File: src/common/order_book_pkg.sv
/* order book shared definitions
   sizes, op and status codes, and the order, command and quote words */
package order_book_pkg;

    localparam int NUM_STOCKS = 4;
    // resting orders per stock per side
    localparam int BOOK_DEPTH = 8;
    localparam int STOCK_W = 2;
    // wide enough to hold a full count of BOOK_DEPTH
    localparam int SLOT_W = 4;
    localparam int PRICE_W = 32;
    localparam int QTY_W = 16;
    localparam int ID_W = 32;

    typedef enum logic [1:0] {
        ADD = 2'd0,
        CANCEL = 2'd1,
        // reserved, answered with a bad op status
        EXECUTE = 2'd2
    } order_op_e;

    typedef enum logic {
        BID = 1'b0,
        ASK = 1'b1
    } side_e;

    typedef enum logic [1:0] {
        ST_OK,
        ST_FULL,
        ST_NOT_FOUND,
        ST_BAD_OP
    } book_status_e;

    // incoming order message
    typedef struct packed {
        order_op_e op;
        side_e side;
        logic [STOCK_W-1:0] stock;
        logic [QTY_W-1:0] quantity;
        logic [PRICE_W-1:0] price;
        logic [ID_W-1:0] order_id;
    } order_msg_t;

    // one resting order
    typedef struct packed {
        logic [QTY_W-1:0] quantity;
        logic [PRICE_W-1:0] price;
        logic [ID_W-1:0] order_id;
    } book_entry_t;

    typedef struct packed {
        order_op_e op;
        logic [STOCK_W-1:0] stock;
        book_entry_t entry;
    } book_cmd_t;

    typedef struct packed {
        logic has_best;
        logic [PRICE_W-1:0] price;
    } side_best_t;

    typedef struct packed {
        logic [STOCK_W-1:0] stock;
        book_status_e status;
        side_best_t bid;
        side_best_t ask;
        logic crossed;
    } quote_t;

endpackage

File: src/order_book/quote_merge.sv
/* quote merger
   joins both side results into one quote held under a ready handshake */
`timescale 1ns/1ps

module quote_merge import order_book_pkg::*; (
    input  logic               i_clk,
    input  logic               i_reset_n,
    input  logic               i_bid_done,
    input  logic               i_ask_done,
    input  book_status_e       i_bid_status,
    input  book_status_e       i_ask_status,
    input  logic               i_reject,
    input  logic [STOCK_W-1:0] i_stock,
    input  side_best_t         i_bid_best,
    input  side_best_t         i_ask_best,
    input  logic               i_quote_ready,
    output logic [STOCK_W-1:0] o_query_stock,
    output logic               o_quote_valid,
    output quote_t             o_quote,
    output logic               o_release
);

    logic         finish;
    logic         pend_q;
    book_status_e status_q;

    assign finish = i_bid_done || i_ask_done || i_reject;

    always_ff @(posedge i_clk) begin
        if (!i_reset_n) begin
            pend_q <= 1'b0;
            o_quote_valid <= 1'b0;
            o_release <= 1'b0;
            o_query_stock <= '0;
        end else begin
            pend_q <= finish;
            o_release <= 1'b0;
            if (finish) begin
                o_query_stock <= i_stock;
            end
            if (pend_q) begin
                o_quote_valid <= 1'b1;
            end else if (o_quote_valid && i_quote_ready) begin
                o_quote_valid <= 1'b0;
                o_release <= 1'b1;
            end
        end
    end

    always_ff @(posedge i_clk) begin
        if (finish) begin
            status_q <= i_reject ? ST_BAD_OP : (i_bid_done ? i_bid_status : i_ask_status);
        end
        // books answer for the query stock one cycle after it is set
        if (pend_q) begin
            o_quote.stock <= o_query_stock;
            o_quote.status <= status_q;
            o_quote.bid <= i_bid_best;
            o_quote.ask <= i_ask_best;
            o_quote.crossed <= i_bid_best.has_best && i_ask_best.has_best &&
                               (i_bid_best.price >= i_ask_best.price);
        end
    end

    a_quote_hold: assert property (
        @(posedge i_clk) disable iff (!i_reset_n)
        (o_quote_valid && !i_quote_ready) |=> (o_quote_valid && $stable(o_quote))
    );

endmodule

File: config.mk
export PLATFORM = sky130hd
export DESIGN_NAME = quote_merge
export DESIGN_NICKNAME = d
export VERILOG_FILES = /design/src/common/order_book_pkg.sv /design/src/order_book/quote_merge.sv
export SDC_FILE = /design/constraint.sdc
export NUM_CORES = 1
export LEC_CHECK = 0
export ABC_AREA = 1
export ABC_CLOCK_PERIOD_IN_PS = 7200
export BUFFER_PORTS_ARGS = -buffer_cell sky130_fd_sc_hd__buf_4
export CORE_MARGIN = 2
export CORE_UTILIZATION = 52
export CTS_BUF_LIST = sky130_fd_sc_hd__clkbuf_8
export CTS_CLUSTER_SIZE = 14
export DETAILED_ROUTE_END_ITERATION = 8
export MAX_ROUTING_LAYER = met4
export PLACE_DENSITY = 0.85
export REMOVE_ABC_BUFFERS = 1
export SYNTH_ARGS = -nofsm -noshare
export SYNTH_HDL_FRONTEND = slang
export SYNTH_SLANG_ARGS = --single-unit
File: constraint.sdc
create_clock -name i_clk -period 7.2 [get_ports i_clk]
set_input_delay 1.44 -clock i_clk [delete_from_list [all_inputs] [get_ports i_clk]]
set_output_delay 1.44 -clock i_clk [all_outputs]
set_load 0.02 [all_outputs]
**Word-level counts from Yosys, hierarchy flattened**

Cells that the tools add are included.

- Memories: 0
- Bits in registers: 78
- Bits of input ports: 78
- Word-level logic and storage cells: 25
- Memory bits (writable): 0
- ROM bits: 0
- Latch bits: 0

- Add/sub/neg operators: 0
- Multiplexer cells: 4
- Equality and inequality tests: 0
- Magnitude comparators: 1
- Reduce and logical (&&, ||, !) cells: 7
- Multiply operators: 0
- Div/mod/pow operators: 0
- Bitwise operators: 1
- Shifts and indexed selects: 0

Operators with widths:

| cell | count |
|---|---|
| greater-or-equal comparator 32 bit | 1 |
| logical AND 1 bit | 3 |
| 2-to-1 mux 1 bit | 3 |
| logical OR 1 bit | 2 |
| 2-to-1 mux 2 bit | 1 |
| nonzero test 2 bit | 1 |
| OR reduction 2 bit | 1 |
| NOT 1 bit | 1 |

**Longest topological paths before layout**

- Depth after elaboration: 3
- Gate-level depth with buffers: 13

**Least setup slack after synthesis**

OpenSTA, ideal clock, no wires.

- Path kind: input -> register
- Start point: in i_ask_best[7] in the netlist's numbering
- End point: reg o_quote[0] in the netlist's numbering (data pin)
- Data required time: 6.945 ns
- Path buffers: 0
- Data arrival time: 2.258 ns
- Stages on the path: 12
- Path slack: 4.686 ns
- Path through: inv_1 ha_1 nand2_1 inv_2 nand2_1 nand2_1 nor2_1 nand2_1 nand2_1 nand2_1 nand2_1 a21oi_2

- Word-level cells in the longest chain between the ends: 2

Ends and longest elaborated chain:

| element | line | source |
|---|---|---|
| from (decl) | quote_merge.sv:15 | `input side_best_t i_ask_best,` |
| greater-or-equal comparator 32 bit | quote_merge.sv:61 | `(i_bid_best.price >= i_ask_best.price);` |
| logical AND 1 bit | quote_merge.sv:60 | `o_quote.crossed <= i_bid_best.has_best && i_ask_best.has_best &&` |
| to (decl) | quote_merge.sv:19 | `output quote_t o_quote,` |

No other way between the ends.
A chain may end at the register's enable or synchronous reset.

**Worst setup path after layout**

- Start point: in i_bid_best[7] in the netlist's numbering
- End point: reg o_quote[0] in the netlist's numbering (data pin)

- Word-level cells in the longest chain between the ends: 2

Ends and longest elaborated chain:

| element | line | source |
|---|---|---|
| from (decl) | quote_merge.sv:14 | `input side_best_t i_bid_best,` |
| greater-or-equal comparator 32 bit | quote_merge.sv:61 |  |
| logical AND 1 bit | quote_merge.sv:60 |  |

No other way between the ends.

==> out/qor.log <==
INFO  floorplan      start_util=54.5%
INFO  sta            hold_ws=0.422ns
INFO  sta            maxSlewViolCount=0
INFO  floorplan      fp.dieW=83.4µm
INFO  route          drt_iter0_drc=114
INFO  global_route   grt_pass1_vias=2561
INFO  clock_tree     tritoncts_num_sinks=78
INFO  floorplan      num_io_pins=153
INFO  critical_path  worst_ep_required_time=7.29ns
INFO  critical_path  timing.rr.start=pend_q
INFO  final_layout   area_growth=44.3%
INFO  route          first_pass_iters=4
INFO  power_and_ir_drop cellPowerDensity=223mW/mm²
INFO  yosys          yosys.cell_count.top_type=sky130_fd_sc_hd__edfxtp_1
INFO  final_layout   nFillCells=379
INFO  sta            finClkSkew=0.00631ns
INFO  critical_path  cp_max_fo=2
INFO  yosys          top_flip_flop_cell_by_instance_count_after_synthesis=sky130_fd_sc_hd__edfxtp_1
INFO  power_and_ir_drop power_leakage=2.27nW
INFO  sta            layout_min_cycle_time=2.40ns
INFO  sta            fin_ws=4.80ns
INFO  critical_path  crit_arrival=2.49ns
INFO  yosys          synth_area=0.00328mm²
INFO  final_layout   seqCellArea=0.00230mm²
INFO  floorplan      num_rows=28
INFO  yosys          synthTopCellsByArea=sky130_fd_sc_hd__edfxtp_1 (67%), sky130_fd_sc_hd__ha_1 (12%), sky130_fd_sc_hd__inv_1 (5.1%)
INFO  sta            totalNegativeSetupSlack=0ns
INFO  power_and_ir_drop worst_ir_drop_vdd=0.154mV
INFO  clock_tree     clock_latency=0.34ns
INFO  sta            setup_violations=0
INFO  outcome        run_status=finished, final reports clean
INFO  sta            finalHoldViolations=0
INFO  yosys          ys.warnings.count=0
INFO  clock_tree     cts_hold_buf=0
INFO  final_layout   antenna_cells_inserted=0
INFO  yosys          average_cell_area_after_synthesis=13.6µm²
INFO  clock_tree     clkTransAtPathRegs=0.08ns
INFO  route          drt_drc_violations_left=0
INFO  sta            fmax=0.417GHz
INFO  sta            finalCritPeriodShare=33.3%
INFO  yosys          synth_largest_area_cell=sky130_fd_sc_hd__edfxtp_1
INFO  global_route   met1_usage=25.0%
INFO  global_route   groute.layer.met3.usage=6.56%
INFO  yosys          synthesis.instances=242
INFO  job            drv_cap=0
INFO  route          drt-wirelength-per-cell=15.9µm
INFO  global_route   top_usage_layer=met2
INFO  floorplan      die_h=83.4µm
INFO  global_route   grt_util_all_layers=23.1%
INFO  sta            rsz0062_at_grt=false
INFO  final_layout   multi_input_combinational_cell_area=813µm²
INFO  critical_path  cp-startpoint=i_bid_best[7]
INFO  yosys          synth_enable_flop_cells=73
INFO  power_and_ir_drop post-layout-total-power=0.00106W
INFO  global_route   gr-total-overflow=0
INFO  critical_path  critical_path.reg2reg.endpoint=o_quote[2]
INFO  clock_tree     tritoncts=yes
INFO  critical_path  end_kind=flop
INFO  route          detail_route.vias_per_cell=4.99
INFO  route          antenna_violating_nets_post_route=0
INFO  worst_hold_path hold_path_class=reg2reg
INFO  clock_tree     cts_setup_buffers=0
INFO  floorplan      core_box_area=0.00603mm²
INFO  final_layout   layout-drive-gt1-share=43.9%
INFO  final_layout   net_count_of_the_finished_layout=515
INFO  placed_design  preCtsSetupSlack=4.45ns
INFO  sta            maxSlewHeadroom=35.8%
INFO  placed_design  dp_hpwl=5.79mm
INFO  critical_path  ff2ff_path_depth=0
INFO  floorplan      die_area=0.00696mm²
INFO  sta            tightest_slew=0.964ns
INFO  placed_design  routabilityCongestion=0.781
INFO  route          drt-total-wl=7.70mm
INFO  yosys          async_flop_share=0%
INFO  route          num_vias=2420
INFO  yosys          yosys-top-cells-count=sky130_fd_sc_hd__edfxtp_1 (73), sky130_fd_sc_hd__inv_1 (45), sky130_fd_sc_hd__nand2_1 (36)
INFO  yosys          unique_masters_post_synth=20
INFO  clock_tree     h-tree-depth=3
INFO  yosys          synth_sequential_area_ratio=69.8%
INFO  yosys          yosysTopAreaCellShare=66.8%
INFO  global_route   grt_start_max_net_pins=74
INFO  clock_tree     ctsResizeCount=0
INFO  critical_path  worstSetupEndpoint=o_quote[0]
INFO  placed_design  buffer_ports.inserted=152
INFO  global_route   initial_antenna_violation_count=0
INFO  global_route   grtUsageMet2=40.6%
INFO  critical_path  startpoint_type=input port
INFO  clock_tree     numCtsBuffers=9
INFO  clock_tree     ctsRootBufferMaster=sky130_fd_sc_hd__clkbuf_8
INFO  yosys          ys_seq_elements=78
INFO  critical_path  timing.setup.critical_path_class=in2reg
INFO  global_route   grt_pass1_wl=12.1mm
INFO  clock_tree     clock_tree.buffer_depth=2
INFO  critical_path  timing.reg2reg.setup_slack=5.80ns
[layer usage]
metal | wire length (µm) | part of all wire (%)
met5 | 0 | 0
met4 | 117 | 1.5
met3 | 610 | 7.9
met2 | 4120 | 53
met1 | 2860 | 37
[critical path, cell delays in order]
cell and delay [ns]:
sky130_fd_sc_hd__buf_4 0.11, sky130_fd_sc_hd__ha_1 0.31, sky130_fd_sc_hd__nand2_1 0.09, sky130_fd_sc_hd__inv_2 0.04, sky130_fd_sc_hd__nand2_1 0.07, sky130_fd_sc_hd__nand2_1 0.05
sky130_fd_sc_hd__nor2_1 0.10, sky130_fd_sc_hd__nand2_1 0.06, sky130_fd_sc_hd__nand2_1 0.05, sky130_fd_sc_hd__nand2_1 0.04, sky130_fd_sc_hd__nand2_1 0.07, sky130_fd_sc_hd__a21oi_2 0.05
[sequential cells by signal (all words and copies together) (netlist names)]
register and flops:
o_query_stock 2, pend_q 1, o_quote 71, o_quote_valid 1, status_q 2, o_release 1
[power breakdown]
group | internal (W) | leakage (nW) | total [W] | switching, W
Combinational | 0.0000766 | 1.40 | 0.000160 | 0.0000837
Sequential | 0.000527 | 0.752 | 0.000545 | 0.0000174
Clock | 0.000201 | 0.119 | 0.000351 | 0.000150
[logic make-up after synthesis]
family | after synthesis | synth area share (%)
compound gates | 24 | 4.16
fa+ha+maj | 32 | 12.2
buf+inv | 47 | 5.38
flops | 78 | 69.8
simple gates | 61 | 8.43
[per-stage QoR]
step | util (%) | instance area [µm²] | std cells
2_1_floorplan | - | 3280 | 242
3_3_place_gp | 75.0 | 4520 | 469
3_5_place_dp | 75.0 | 4520 | 469
4_1_cts | 78.6 | 4740 | 485
5_1_grt | 78.6 | 4740 | 485
6_report | 78.6 | 4740 | 485
[worst min path at each step]
stage | endpoint | start | slack (ns) | cells after the start
2_1_floorplan | o_quote[67] | status_q[0] | 0.40 | 0
3_3_place_gp | o_quote[67] | status_q[0] | 0.40 | 0
3_5_place_dp | o_quote[67] | status_q[0] | 0.41 | 0
4_1_cts | o_quote[67] | status_q[0] | 0.42 | 0
5_1_grt | o_quote[67] | status_q[0] | 0.44 | 0
6_report | o_quote[67] | status_q[0] | 0.42 | 0
[cell usage in the layout, fill, tap and decap left out]
cell type	instances
sky130_fd_sc_hd__nor3_1	2
sky130_fd_sc_hd__nand4_1	3
sky130_fd_sc_hd__buf_4	152
sky130_fd_sc_hd__o21a_1	2
sky130_fd_sc_hd__nand2_2	3
sky130_fd_sc_hd__nor2_2	2
sky130_fd_sc_hd__a21oi_2	3
sky130_fd_sc_hd__ha_1	32
sky130_fd_sc_hd__dfxtp_4	1
sky130_fd_sc_hd__nand4_2	1
sky130_fd_sc_hd__nand2_1	36
sky130_fd_sc_hd__nor2_1	10
sky130_fd_sc_hd__o21ai_1	1
sky130_fd_sc_hd__nor2_4	1
sky130_fd_sc_hd__inv_2	2
sky130_fd_sc_hd__clkbuf_8	10
sky130_fd_sc_hd__edfxtp_1	73
sky130_fd_sc_hd__dfxtp_1	4
sky130_fd_sc_hd__inv_1	47
sky130_fd_sc_hd__nor3_2	1
sky130_fd_sc_hd__o21ai_0	4
sky130_fd_sc_hd__a21oi_1	14
sky130_fd_sc_hd__nand3_1	2
sky130_fd_sc_hd__bufinv_16	2
sky130_fd_sc_hd__clkinv_2	2
[layout make-up]
cell class / instances / area share [%]
clock buffer: 10 / 2.91
clock inverter: 6 / 1.64
inverter: 47 / 3.73
multi-input combinational: 117 / 17.2
sequential: 78 / 48.5
tap: 75 / 1.98
timing repair buffer: 152 / 24.1
Power figures use the tool's default switching activity.
