File: config.mk
export PLATFORM = sky130hd
export DESIGN_NAME = order_dispatch
export DESIGN_NICKNAME = d
export VERILOG_FILES = /design/src/common/order_book_pkg.sv /design/src/order_book/order_dispatch.sv
export SDC_FILE = /design/constraint.sdc
export NUM_CORES = 1
export LEC_CHECK = 0
export ABC_AREA = 1
export BUFFER_PORTS_ARGS = -buffer_cell sky130_fd_sc_hd__buf_2
export CAP_MARGIN = 5
export CORE_MARGIN = 5
export CORE_UTILIZATION = 44
export CTS_CLUSTER_SIZE = 16
export DETAILED_ROUTE_END_ITERATION = 10
export GPL_ROUTABILITY_DRIVEN = 0
export PLACE_DENSITY_LB_ADDON = 0.3
export SLEW_MARGIN = 20
export SYNTH_ARGS = -nofsm -noshare
export SYNTH_HDL_FRONTEND = slang
export SYNTH_SLANG_ARGS = --single-unit
File: constraint.sdc
create_clock -name i_clk -period 7.4 [get_ports i_clk]
set_clock_uncertainty 0.05 [all_clocks]
set_input_delay 1.11 -clock i_clk [delete_from_list [all_inputs] [get_ports i_clk]]
set_output_delay 1.11 -clock i_clk [all_outputs]
set_load 0.02 [all_outputs]
File: src/common/order_book_pkg.sv
/* order book shared definitions
   sizes, op and status codes, and the order, command and quote words */
package order_book_pkg;

    localparam int NUM_STOCKS = 4;
    // resting orders per stock per side
    localparam int BOOK_DEPTH = 8;
    localparam int STOCK_W = 2;
    // wide enough to hold a full count of BOOK_DEPTH
    localparam int SLOT_W = 4;
    localparam int PRICE_W = 32;
    localparam int QTY_W = 16;
    localparam int ID_W = 32;

    typedef enum logic [1:0] {
        ADD = 2'd0,
        CANCEL = 2'd1,
        // reserved, answered with a bad op status
        EXECUTE = 2'd2
    } order_op_e;

    typedef enum logic {
        BID = 1'b0,
        ASK = 1'b1
    } side_e;

    typedef enum logic [1:0] {
        ST_OK,
        ST_FULL,
        ST_NOT_FOUND,
        ST_BAD_OP
    } book_status_e;

    // incoming order message
    typedef struct packed {
        order_op_e op;
        side_e side;
        logic [STOCK_W-1:0] stock;
        logic [QTY_W-1:0] quantity;
        logic [PRICE_W-1:0] price;
        logic [ID_W-1:0] order_id;
    } order_msg_t;

    // one resting order
    typedef struct packed {
        logic [QTY_W-1:0] quantity;
        logic [PRICE_W-1:0] price;
        logic [ID_W-1:0] order_id;
    } book_entry_t;

    typedef struct packed {
        order_op_e op;
        logic [STOCK_W-1:0] stock;
        book_entry_t entry;
    } book_cmd_t;

    typedef struct packed {
        logic has_best;
        logic [PRICE_W-1:0] price;
    } side_best_t;

    typedef struct packed {
        logic [STOCK_W-1:0] stock;
        book_status_e status;
        side_best_t bid;
        side_best_t ask;
        logic crossed;
    } quote_t;

endpackage

File: src/order_book/order_dispatch.sv
/* order dispatcher
   takes one order at a time and sends it to the bid or ask book */
`timescale 1ns/1ps

module order_dispatch import order_book_pkg::*; (
    input  logic       i_clk,
    input  logic       i_reset_n,
    input  logic       i_order_valid,
    input  order_msg_t i_order,
    input  logic       i_release,
    output logic       o_busy,
    output book_cmd_t  o_cmd,
    output logic       o_bid_cmd_valid,
    output logic       o_ask_cmd_valid,
    output logic       o_reject
);

    logic accept;
    logic book_op;
    logic any_cmd;

    // orders offered while busy are dropped
    assign accept = i_order_valid && !o_busy;
    assign book_op = (i_order.op == ADD) || (i_order.op == CANCEL);
    assign any_cmd = o_bid_cmd_valid || o_ask_cmd_valid || o_reject;

    always_ff @(posedge i_clk) begin
        if (!i_reset_n) begin
            o_busy <= 1'b0;
            o_bid_cmd_valid <= 1'b0;
            o_ask_cmd_valid <= 1'b0;
            o_reject <= 1'b0;
        end else begin
            o_bid_cmd_valid <= 1'b0;
            o_ask_cmd_valid <= 1'b0;
            o_reject <= 1'b0;
            if (accept) begin
                o_busy <= 1'b1;
                if (book_op) begin
                    o_bid_cmd_valid <= (i_order.side == BID);
                    o_ask_cmd_valid <= (i_order.side == ASK);
                end else begin
                    o_reject <= 1'b1;
                end
            end else if (i_release) begin
                o_busy <= 1'b0;
            end
        end
    end

    // command word stays put until the next accepted order,
    // both books and the quote merger read it while the order is in flight
    always_ff @(posedge i_clk) begin
        if (accept) begin
            o_cmd.op <= i_order.op;
            o_cmd.stock <= i_order.stock;
            o_cmd.entry.quantity <= i_order.quantity;
            o_cmd.entry.price <= i_order.price;
            o_cmd.entry.order_id <= i_order.order_id;
        end
    end

    // one order in flight, the next strobe waits for the quote release
    a_one_in_flight: assert property (
        @(posedge i_clk) disable iff (!i_reset_n)
        any_cmd |=> (!any_cmd until i_release)
    );

endmodule

# Word-level counts from Yosys, hierarchy flattened
# Cells that the tools add are included.
dict set report op_classes {
  eq_ne 1
  muxes 3
  bitwise_logic 1
  n_reduce_logical 7
}
# op count
set ops {}
lappend ops {{$mux W1} 3}
lappend ops {{$reduce_and A3 Y1} 1}
lappend ops {{$eq A2 B1 Y1 const B} 1}
lappend ops {{$logic_not A2 Y1} 1}
lappend ops {{$reduce_and A2 Y1} 1}
lappend ops {{$reduce_bool A2 Y1} 1}
lappend ops {{$logic_and A1 B1 Y1} 1}
lappend ops {{$logic_not A1 Y1} 1}
lappend ops {{$logic_or A1 B1 Y1} 1}
lappend ops {{$not A1 Y1} 1}
dict set report word_totals {
  regBits 88
  in_bits 89
  elab_cells 21
}

# Logic depth before layout (Yosys ltp)
# Gate-level depths: netlist of run 1.
dict set report logic_depth {
  ltp_word 3
  mapped_depth 3
}

# Worst setup path before layout of run 1
# Ideal clock, no wire load.
dict set report synth_path {
  path_kind {input -> register}
  from {in i_order_valid}
  to {reg o_cmd[0] (netlist bit) (enable)}
  setup_ns 0.529
  arrival_time_ns 4.668
  required_ns 6.821
  path_slack_ns 2.152
  path_stages 2
  path_buffers 0
  cell_sequence {inv_1 nor2_1}
}
dict set report synth_between {
  elab_chain_cells 1
}
# element line_no
set synth_rtl {}
lappend synth_rtl {{start, declared} order_dispatch.sv:8} ;# input logic i_order_valid,
lappend synth_rtl {{$logic_and A1 B1 Y1} order_dispatch.sv:23} ;# assign accept = i_order_valid && !o_busy;
lappend synth_rtl {{via accept} order_dispatch.sv:18} ;# logic accept;
lappend synth_rtl {{end, declared} order_dispatch.sv:12} ;# output book_cmd_t o_cmd,
# The timed path passes the listed nets, and every way through them passes these cells.
# A chain may end at the register's enable or synchronous reset.

# Worst setup path after layout of run 1
dict set report layout_path {
  from {in i_order_valid}
  to {reg o_cmd[1] (netlist bit) (enable)}
}
# Same word-level chain as after synthesis.

==> results.json, run 1 <==
{
  "status": "completed",
  "grt_overflow_total": 0,
  "max_cap_violations": 0,
  "nets": 376,
  "crit_required_ns": 7.30,
  "synth_cells": 99,
  "dr_total_vias": 1595,
  "rsz0062_at_grt": "no",
  "max_slew_margin_pct": 33.2,
  "grt_busiest_layer": "met2",
  "clk_pin_slew_ns": 0.08,
  "gr-usage-met1_pct": 16.6,
  "cts_resized": 0,
  "clock_path_buffers": 2,
  "crit_fanout": 84,
  "synth.area.top_cells": "edfxtp_1 95%, dfxtp_1 3.0%, inv_1 0.42%, nand3_2 0.38%, nor3_1 0.38%",
  "r2r_cells": 2,
  "reg2reg_from": "o_busy$_SDFFE_PN0P_",
  "cp-startpoint": "i_order_valid",
  "nFillCells": 460,
  "layout-drive-gt1-share_pct": 65.6,
  "endpoint": "o_cmd[1]$_DFFE_PP_",
  "synthTopCellsByCount": "84 x edfxtp_1, 4 x dfxtp_1, 3 x inv_1",
  "fin_crit_sh_pct": 30.1,
  "drtIter0Drc": 58,
  "cts_setup_buffers": 0,
  "grt_pass1_vias": 1690,
  "grt_pass1_wl_um": 8310,
  "coreArea_mm2": 0.00589,
  "dieArea_mm2": 0.00768,
  "yosysSeqAreaShare_pct": 98.1,
  "syn_nets": 188,
  "root_buffer": "clkbuf_8",
  "final_area_mm2": 0.00379,
  "max_freq_ghz": 0.448,
  "ant_nets": 0,
  "r2r_setup_slack_ns": 5.69,
  "hold_buffers": 0,
  "maxSlewViolCount": 0,
  "antenna_found_initial": 0,
  "core.rowCount": 28,
  "synthFlopType": "edfxtp_1",
  "die_x_um": 87.7,
  "p_per_area_mw_per_mm2": 252,
  "tritoncts": "done",
  "io_pins": 177,
  "vias_per_cell": 4.36,
  "met2_usage_pct": 24.0,
  "yosys.cell_count.top_type": "edfxtp_1",
  "async_flop_share_pct": 0,
  "fin_crit_ns": 2.23,
  "insertion_delay_ns": 0.32,
  "synth_top_area_cell": "edfxtp_1",
  "wirelength_um": 5640,
  "drt-pass1-iter-count": 4,
  "dpl_cell_area_mm2": 0.00364,
  "synth_area_mm2": 0.00265,
  "worst_slew_pin_slew_ns": 1.00,
  "hold_viol": 0,
  "syn2layout_area_growth_pct": 43.0,
  "hold_class": "reg -> reg",
  "setup_viol": 0,
  "diodes": 0,
  "synth_edf_count": 84,
  "clock-sinks": 88,
  "yosysTopAreaCellShare_pct": 95.0,
  "cts_buffers": 9,
  "drcViolationCount": 0,
  "critPathKind": "in -> reg",
  "end_kind": "flop",
  "r2r-end": "o_cmd[1]$_DFFE_PP_",
  "die_height_um": 87.7,
  "crit_arrival_ns": 2.13,
  "p_leak_uw": 0.00165,
  "htreeDepth": 3,
  "wl_per_cell_um": 15.4,
  "use_met3_pct": 7.90,
  "irDropWorstVdd_mv": 0.158,
  "synth-seq-cells": 88,
  "grt_usage_pct": 15.0,
  "port-buffer-count": 176,
  "hpwl_um": 4360,
  "ys_warn_count": 0,
  "synth.distinct_cells": 9,
  "start_kind": "input pin",
  "grt_max_degree": 85,
  "syn_avg_cell_area_um2": 26.8,
  "start_util_pct": 45.1,
  "tns_ns": 0
}
-- registers in the layout, summed over array words and instances (netlist names) --
signal           count
o_cmd               84
o_ask_cmd_valid      1
o_bid_cmd_valid      1
o_busy               1
o_reject             1
-- routing by layer --
layer,up-vias,share of wire (%)
met5,-,0
met4,0,0.89
met3,4,18
met2,116,48
met1,713,34
li1,762,-
-- cell type report --
class / count / area, um^2 / share of cell area [%]
clock inverter: 6 / 27.5 / 0.725
tap: 75 / 93.8 / 2.47
clock buffer: 9 / 124 / 3.26
inverter: 4 / 15.0 / 0.396
timing repair buffer: 177 / 888 / 23.4
sequential: 88 / 2600 / 68.6
multi-input combinational: 7 / 43.8 / 1.15
-- stage by stage --
| step | std cells | setup slack [ns] | hold slack, ns | total power [uW] | util (%) |
|---|---|---|---|---|---|
| 2_1_floorplan | 99 | 2.15 | 0.512 | 656 | - |
| 5_1_grt | 366 | 5.09 | 0.559 | 1000 | 64.5 |
| 4_1_cts | 366 | 5.17 | 0.528 | 966 | 64.5 |
| 3_5_place_dp | 351 | 4.80 | 0.510 | 709 | 61.9 |
| 3_3_place_gp | 351 | 4.85 | 0.477 | 706 | 61.9 |
| 6_report | 366 | 5.17 | 0.516 | 955 | 64.5 |
-- power breakdown --
group | total, uW | switching [uW] | internal, uW | leakage, uW
Sequential | 590 | 6.92 | 583 | 0.000839
Combinational | 106 | 69.2 | 36.3 | 0.000734
Clock | 259 | 145 | 115 | 0.0000750
Total | 955 | 221 | 734 | 0.00165
-- worst min path at each step --
stage	start	end	cells past startpoint
after floorplan	o_busy$_SDFFE_PN0P_	o_busy$_SDFFE_PN0P_	2
after global placement	o_busy$_SDFFE_PN0P_	o_busy$_SDFFE_PN0P_	2
after detailed placement	o_busy$_SDFFE_PN0P_	o_busy$_SDFFE_PN0P_	2
after CTS	o_busy$_SDFFE_PN0P_	o_busy$_SDFFE_PN0P_	2
after global routing	o_busy$_SDFFE_PN0P_	o_busy$_SDFFE_PN0P_	2
final	o_busy$_SDFFE_PN0P_	o_busy$_SDFFE_PN0P_	2
-- cells by family (layout without fill, tap and decap cells) --
kind of cell           Yosys count  after routing  synth area share, %
DFF                             88             88                 98.1
and+or+nand+nor                  6              6                 1.18
buffers and inverters            4            196                0.566
AOI/OAI and AO/OA                1              1                0.188
-- cell usage in the layout (no fill, tap or decap) --
master,synthesis,final
buf_2,0,176
edfxtp_1,84,84
clkbuf_8,0,9
clkinv_1,0,4
dfxtp_1,4,4
inv_1,3,3
nor3_1,2,2
nor2_4,0,1
nand2_1,1,1
inv_2,1,1
nand3_2,1,1
o21ai_0,1,1
nor2_1,2,1
clkinv_2,0,1
clkinvlp_4,0,1
buf_4,0,1
-- critical path, cell delays in order --
cell	delay, ns
buf_2	0.09
inv_1	0.06
nor2_4	0.06
buf_4	0.76
Note: power is estimated with default switching activity, not from simulation.
==> run 2, diff against run 1 <==
--- a/config.mk
+++ b/config.mk
@@ -5,11 +5,11 @@
 export SDC_FILE = /design/constraint.sdc
 export NUM_CORES = 1
 export LEC_CHECK = 0
-export ABC_AREA = 1
+export ABC_AREA = 0
 export BUFFER_PORTS_ARGS = -buffer_cell sky130_fd_sc_hd__buf_2
 export CAP_MARGIN = 5
 export CORE_MARGIN = 5
-export CORE_UTILIZATION = 44
+export CORE_UTILIZATION = 37
 export CTS_CLUSTER_SIZE = 16
 export DETAILED_ROUTE_END_ITERATION = 10
 export GPL_ROUTABILITY_DRIVEN = 0
==> constraint.sdc (replaced) <==
create_clock -name i_clk -period 2 [get_ports i_clk]
set_clock_uncertainty 0.05 [all_clocks]
set_input_delay 0.3 -clock i_clk [delete_from_list [all_inputs] [get_ports i_clk]]
set_output_delay 0.3 -clock i_clk [all_outputs]
set_load 0.02 [all_outputs]
==> run 2 against run 1 <==
Register-to-register slack worse by 5.0 ns; largest power group unchanged; die area increased by 17%; sequential power increased to 3.7 times the previous value; design area increased by 1.7%; highest routed layer is now met5; total power increased to 3.8 times the previous value; core utilization is 10 points lower; via count grew 2.3%; clock power grew to 4.1 times the previous value; hold slack worse by 0.44 ns.
==> results.json, run 2 <==
{
  "layout-drive-gt1-share_pct": 67.4,
  "cp-startpoint": "o_busy$_SDFFE_PN0P_",
  "syn2layout_area_growth_pct": 45.2,
  "p_switching_uw": 868,
  "clock-sinks": 88,
  "cts_resized": 0,
  "root_buffer": "clkbuf_8",
  "met3_length_um": 884,
  "die_height_um": 94.8,
  "grt_pass1_wl_um": 8510,
  "endpoint": "o_cmd[64]$_DFFE_PP_",
  "synth_top_area_cell": "edfxtp_1",
  "diodes": 0,
  "end_kind": "flop",
  "synth_cells": 95,
  "yosys-mux-area-fraction_pct": 0,
  "coreArea_mm2": 0.00714,
  "yosysSeqAreaShare_pct": 97.9,
  "irDropWorstVdd_mv": 0.523,
  "synth_edf_count": 84,
  "dr_total_vias": 1632,
  "vias_per_cell": 4.22,
  "die_x_um": 94.8,
  "hold_class": "in -> reg",
  "yosys.cell_count.top_type": "edfxtp_1",
  "max_freq_ghz": 0.764,
  "nFillCells": 625,
  "fin_crit_ns": 1.31,
  "crit_arrival_ns": 1.25,
  "seqCellArea_mm2": 0.00261,
  "yosys.area_share.adder_pct": 0,
  "cts_setup_buffers": 0,
  "synth.area.top_cells": "edfxtp_1 95%, dfxtp_1 3.0%, nor4b_2 0.56%, nor2b_2 0.33%, and2b_1 0.28%",
  "sw_frac_of_total_pct": 24.1,
  "reg2reg_from": "o_busy$_SDFFE_PN0P_",
  "tns_ns": 0,
  "drtIter0Drc": 44,
  "grt_pass1_vias": 1696,
  "met2_length_um": 3170,
  "htreeDepth": 3,
  "insertion_delay_ns": 0.33,
  "synth_top_family_by_area": "simple AND/OR/NAND/NOR gates",
  "grt_overflow_total": 0,
  "p_seq_share_pct": 60.3,
  "async_flop_share_pct": 0,
  "crit_path_cell_trace": "nor2b_4 > buf_12",
  "pwr-share-comb_pct": 10.6,
  "dieArea_mm2": 0.00898,
  "io_pins": 177,
  "worst_slew_pin_slew_ns": 0.424,
  "p_per_area_mw_per_mm2": 933,
  "core.rowCount": 31,
  "crit_path_top_delay_cell": "dfxtp_4",
  "worst_hold_path.num_cells": 2,
  "crit_required_ns": 1.94,
  "internal_power_uw": 2730,
  "maxSlewViolCount": 0,
  "port-buffer-count": 176,
  "mostFrequentLayoutCell": "buf_2",
  "yosysTopAreaCellShare_pct": 94.9,
  "max_slew_margin_pct": 71.7,
  "synth-seq-cells": 88,
  "drcViolationCount": 0,
  "p_leak_uw": 0.00165,
  "tritoncts": "done",
  "start_kind": "flop",
  "ant_nets": 0,
  "top_layer": "met5",
  "antenna_found_initial": 1,
  "syn_avg_cell_area_um2": 28.0,
  "final_cell_mix": "176 x buf_2, 84 x edfxtp_1, 9 x clkbuf_8",
  "synthSimpleGateAreaFrac_pct": 1.84,
  "synth_area_mm2": 0.00266,
  "clk_pin_slew_ns": 0.08,
  "critPathMaxStageDelay_ns": 0.38,
  "clock_path_buffers": 2,
  "r2r_setup_slack_ns": 0.69,
  "max_cap_violations": 0,
  "grt_max_degree": 86,
  "start_util_pct": 37.3,
  "hold_buffers": 0,
  "setup_viol": 0,
  "met1_length_um": 1920,
  "crit_fanout": 85,
  "layoutNonFillerInstCount": 387,
  "synth.distinct_cells": 9,
  "rsz0062_at_grt": "no",
  "multi_input_area_um2": 61.3,
  "syn_nets": 184,
  "hpwl_um": 4650,
  "wl_per_cell_um": 15.6,
  "placed_cells": 371,
  "cts_buffers": 9,
  "ys_warn_count": 0,
  "critPathKind": "reg -> reg",
  "grt_usage_pct": 13.2,
  "fin_crit_sh_pct": 65.4,
  "clockPowerShare_pct": 29.1,
  "status": "completed",
  "largest_register": "o_cmd",
  "largest_register_ffs": 84,
  "drt-pass1-iter-count": 2,
  "synth-xor-area-share_pct": 0,
  "r2r_cells": 2,
  "wirelength_um": 6020,
  "nets": 372,
  "r2r-end": "o_cmd[64]$_DFFE_PP_",
  "synth_compound_area_share_pct": 0.282,
  "synthFlopType": "edfxtp_1",
  "hold_viol": 0,
  "synthTopCellsByCount": "84 x edfxtp_1, 4 x dfxtp_1"
}
==> run 2: cell count changes in the layout (fill, tap and decap cells not counted), sizes merged, moves of 2 or more <==
| cell | previous run | this run |
|---|---|---|
| clkinv | 5 | 3 |
| inv | 4 | 2 |
| nor2 | 2 | 0 |
| nor3 | 2 | 0 |
==> run 2: final cells by class <==
| type | instances | area share (%) |
|---|---|---|
| Sequential cell | 88 | 67.5 |
| Clock buffer | 9 | 3.21 |
| Timing Repair Buffer | 177 | 23.3 |
| Multi-Input combinational cell | 7 | 1.59 |
| Clock inverter | 7 | 1.17 |
| Tap cell | 99 | 3.21 |
==> run 2: per-stage QoR <==
| step | power (uW) | cell area [um^2] | hold WS [ns] | util, % | setup WS (ns) |
|---|---|---|---|---|---|
| 2_1_floorplan | 2400 | 2670 | 0.324 | - | -0.115 |
| 3_3_place_gp | 2600 | 3690 | 0.418 | 51.7 | 0.655 |
| 3_5_place_dp | 2610 | 3690 | 0.426 | 51.7 | 0.630 |
| 4_1_cts | 3660 | 3860 | 0.0526 | 54.1 | 0.689 |
| 5_1_grt | 3760 | 3860 | 0.0441 | 54.1 | 0.651 |
| 6_report | 3600 | 3860 | 0.0776 | 54.1 | 0.692 |
==> run 2: kinds of logic after synthesis <==
family	count (synthesis)
AO/OA/AOI/OAI	1
AND/OR/NAND/NOR	6
flip-flops	88
==> run 2: power by group through the flow <==
stage / Sequential (uW) / Clock (uW) / Combinational (uW)
floorplan: 2360 / 0 / 40.8
global placement: 2210 / 0 / 385
detailed placement: 2220 / 0 / 390
CTS: 2180 / 1090 / 390
global route: 2180 / 1170 / 406
finish: 2170 / 1050 / 382
==> run 2: metal layers <==
metal / global-route usage, % / vias to the layer above
met4: 5.41 / 2
li1: - / 760
met1: 12.6 / 767
met2: 22.3 / 99
met5: 0 / -
met3: 8.76 / 4
==> run 2: worst min path at each step <==
stage / slack, ns / endpoint / start
floorplan: 0.32 / o_ask_cmd_valid$_SDFF_PN0_ / i_order[84]
global placement: 0.42 / o_ask_cmd_valid$_SDFF_PN0_ / o_busy$_SDFFE_PN0P_
detailed placement: 0.43 / o_ask_cmd_valid$_SDFF_PN0_ / o_busy$_SDFFE_PN0P_
CTS: 0.05 / o_bid_cmd_valid$_SDFF_PN0_ / i_order[82]
global route: 0.04 / o_cmd[77]$_DFFE_PP_ / i_order[77]
finish: 0.08 / o_bid_cmd_valid$_SDFF_PN0_ / i_order[82]
==> run 2: worst max-delay path: cells and delay by family (launching register included) <==
family,cells,cell delay (ns)
DFF,1,0.38
and+or+nand+nor,1,0.13
buffers and inverters,1,0.38
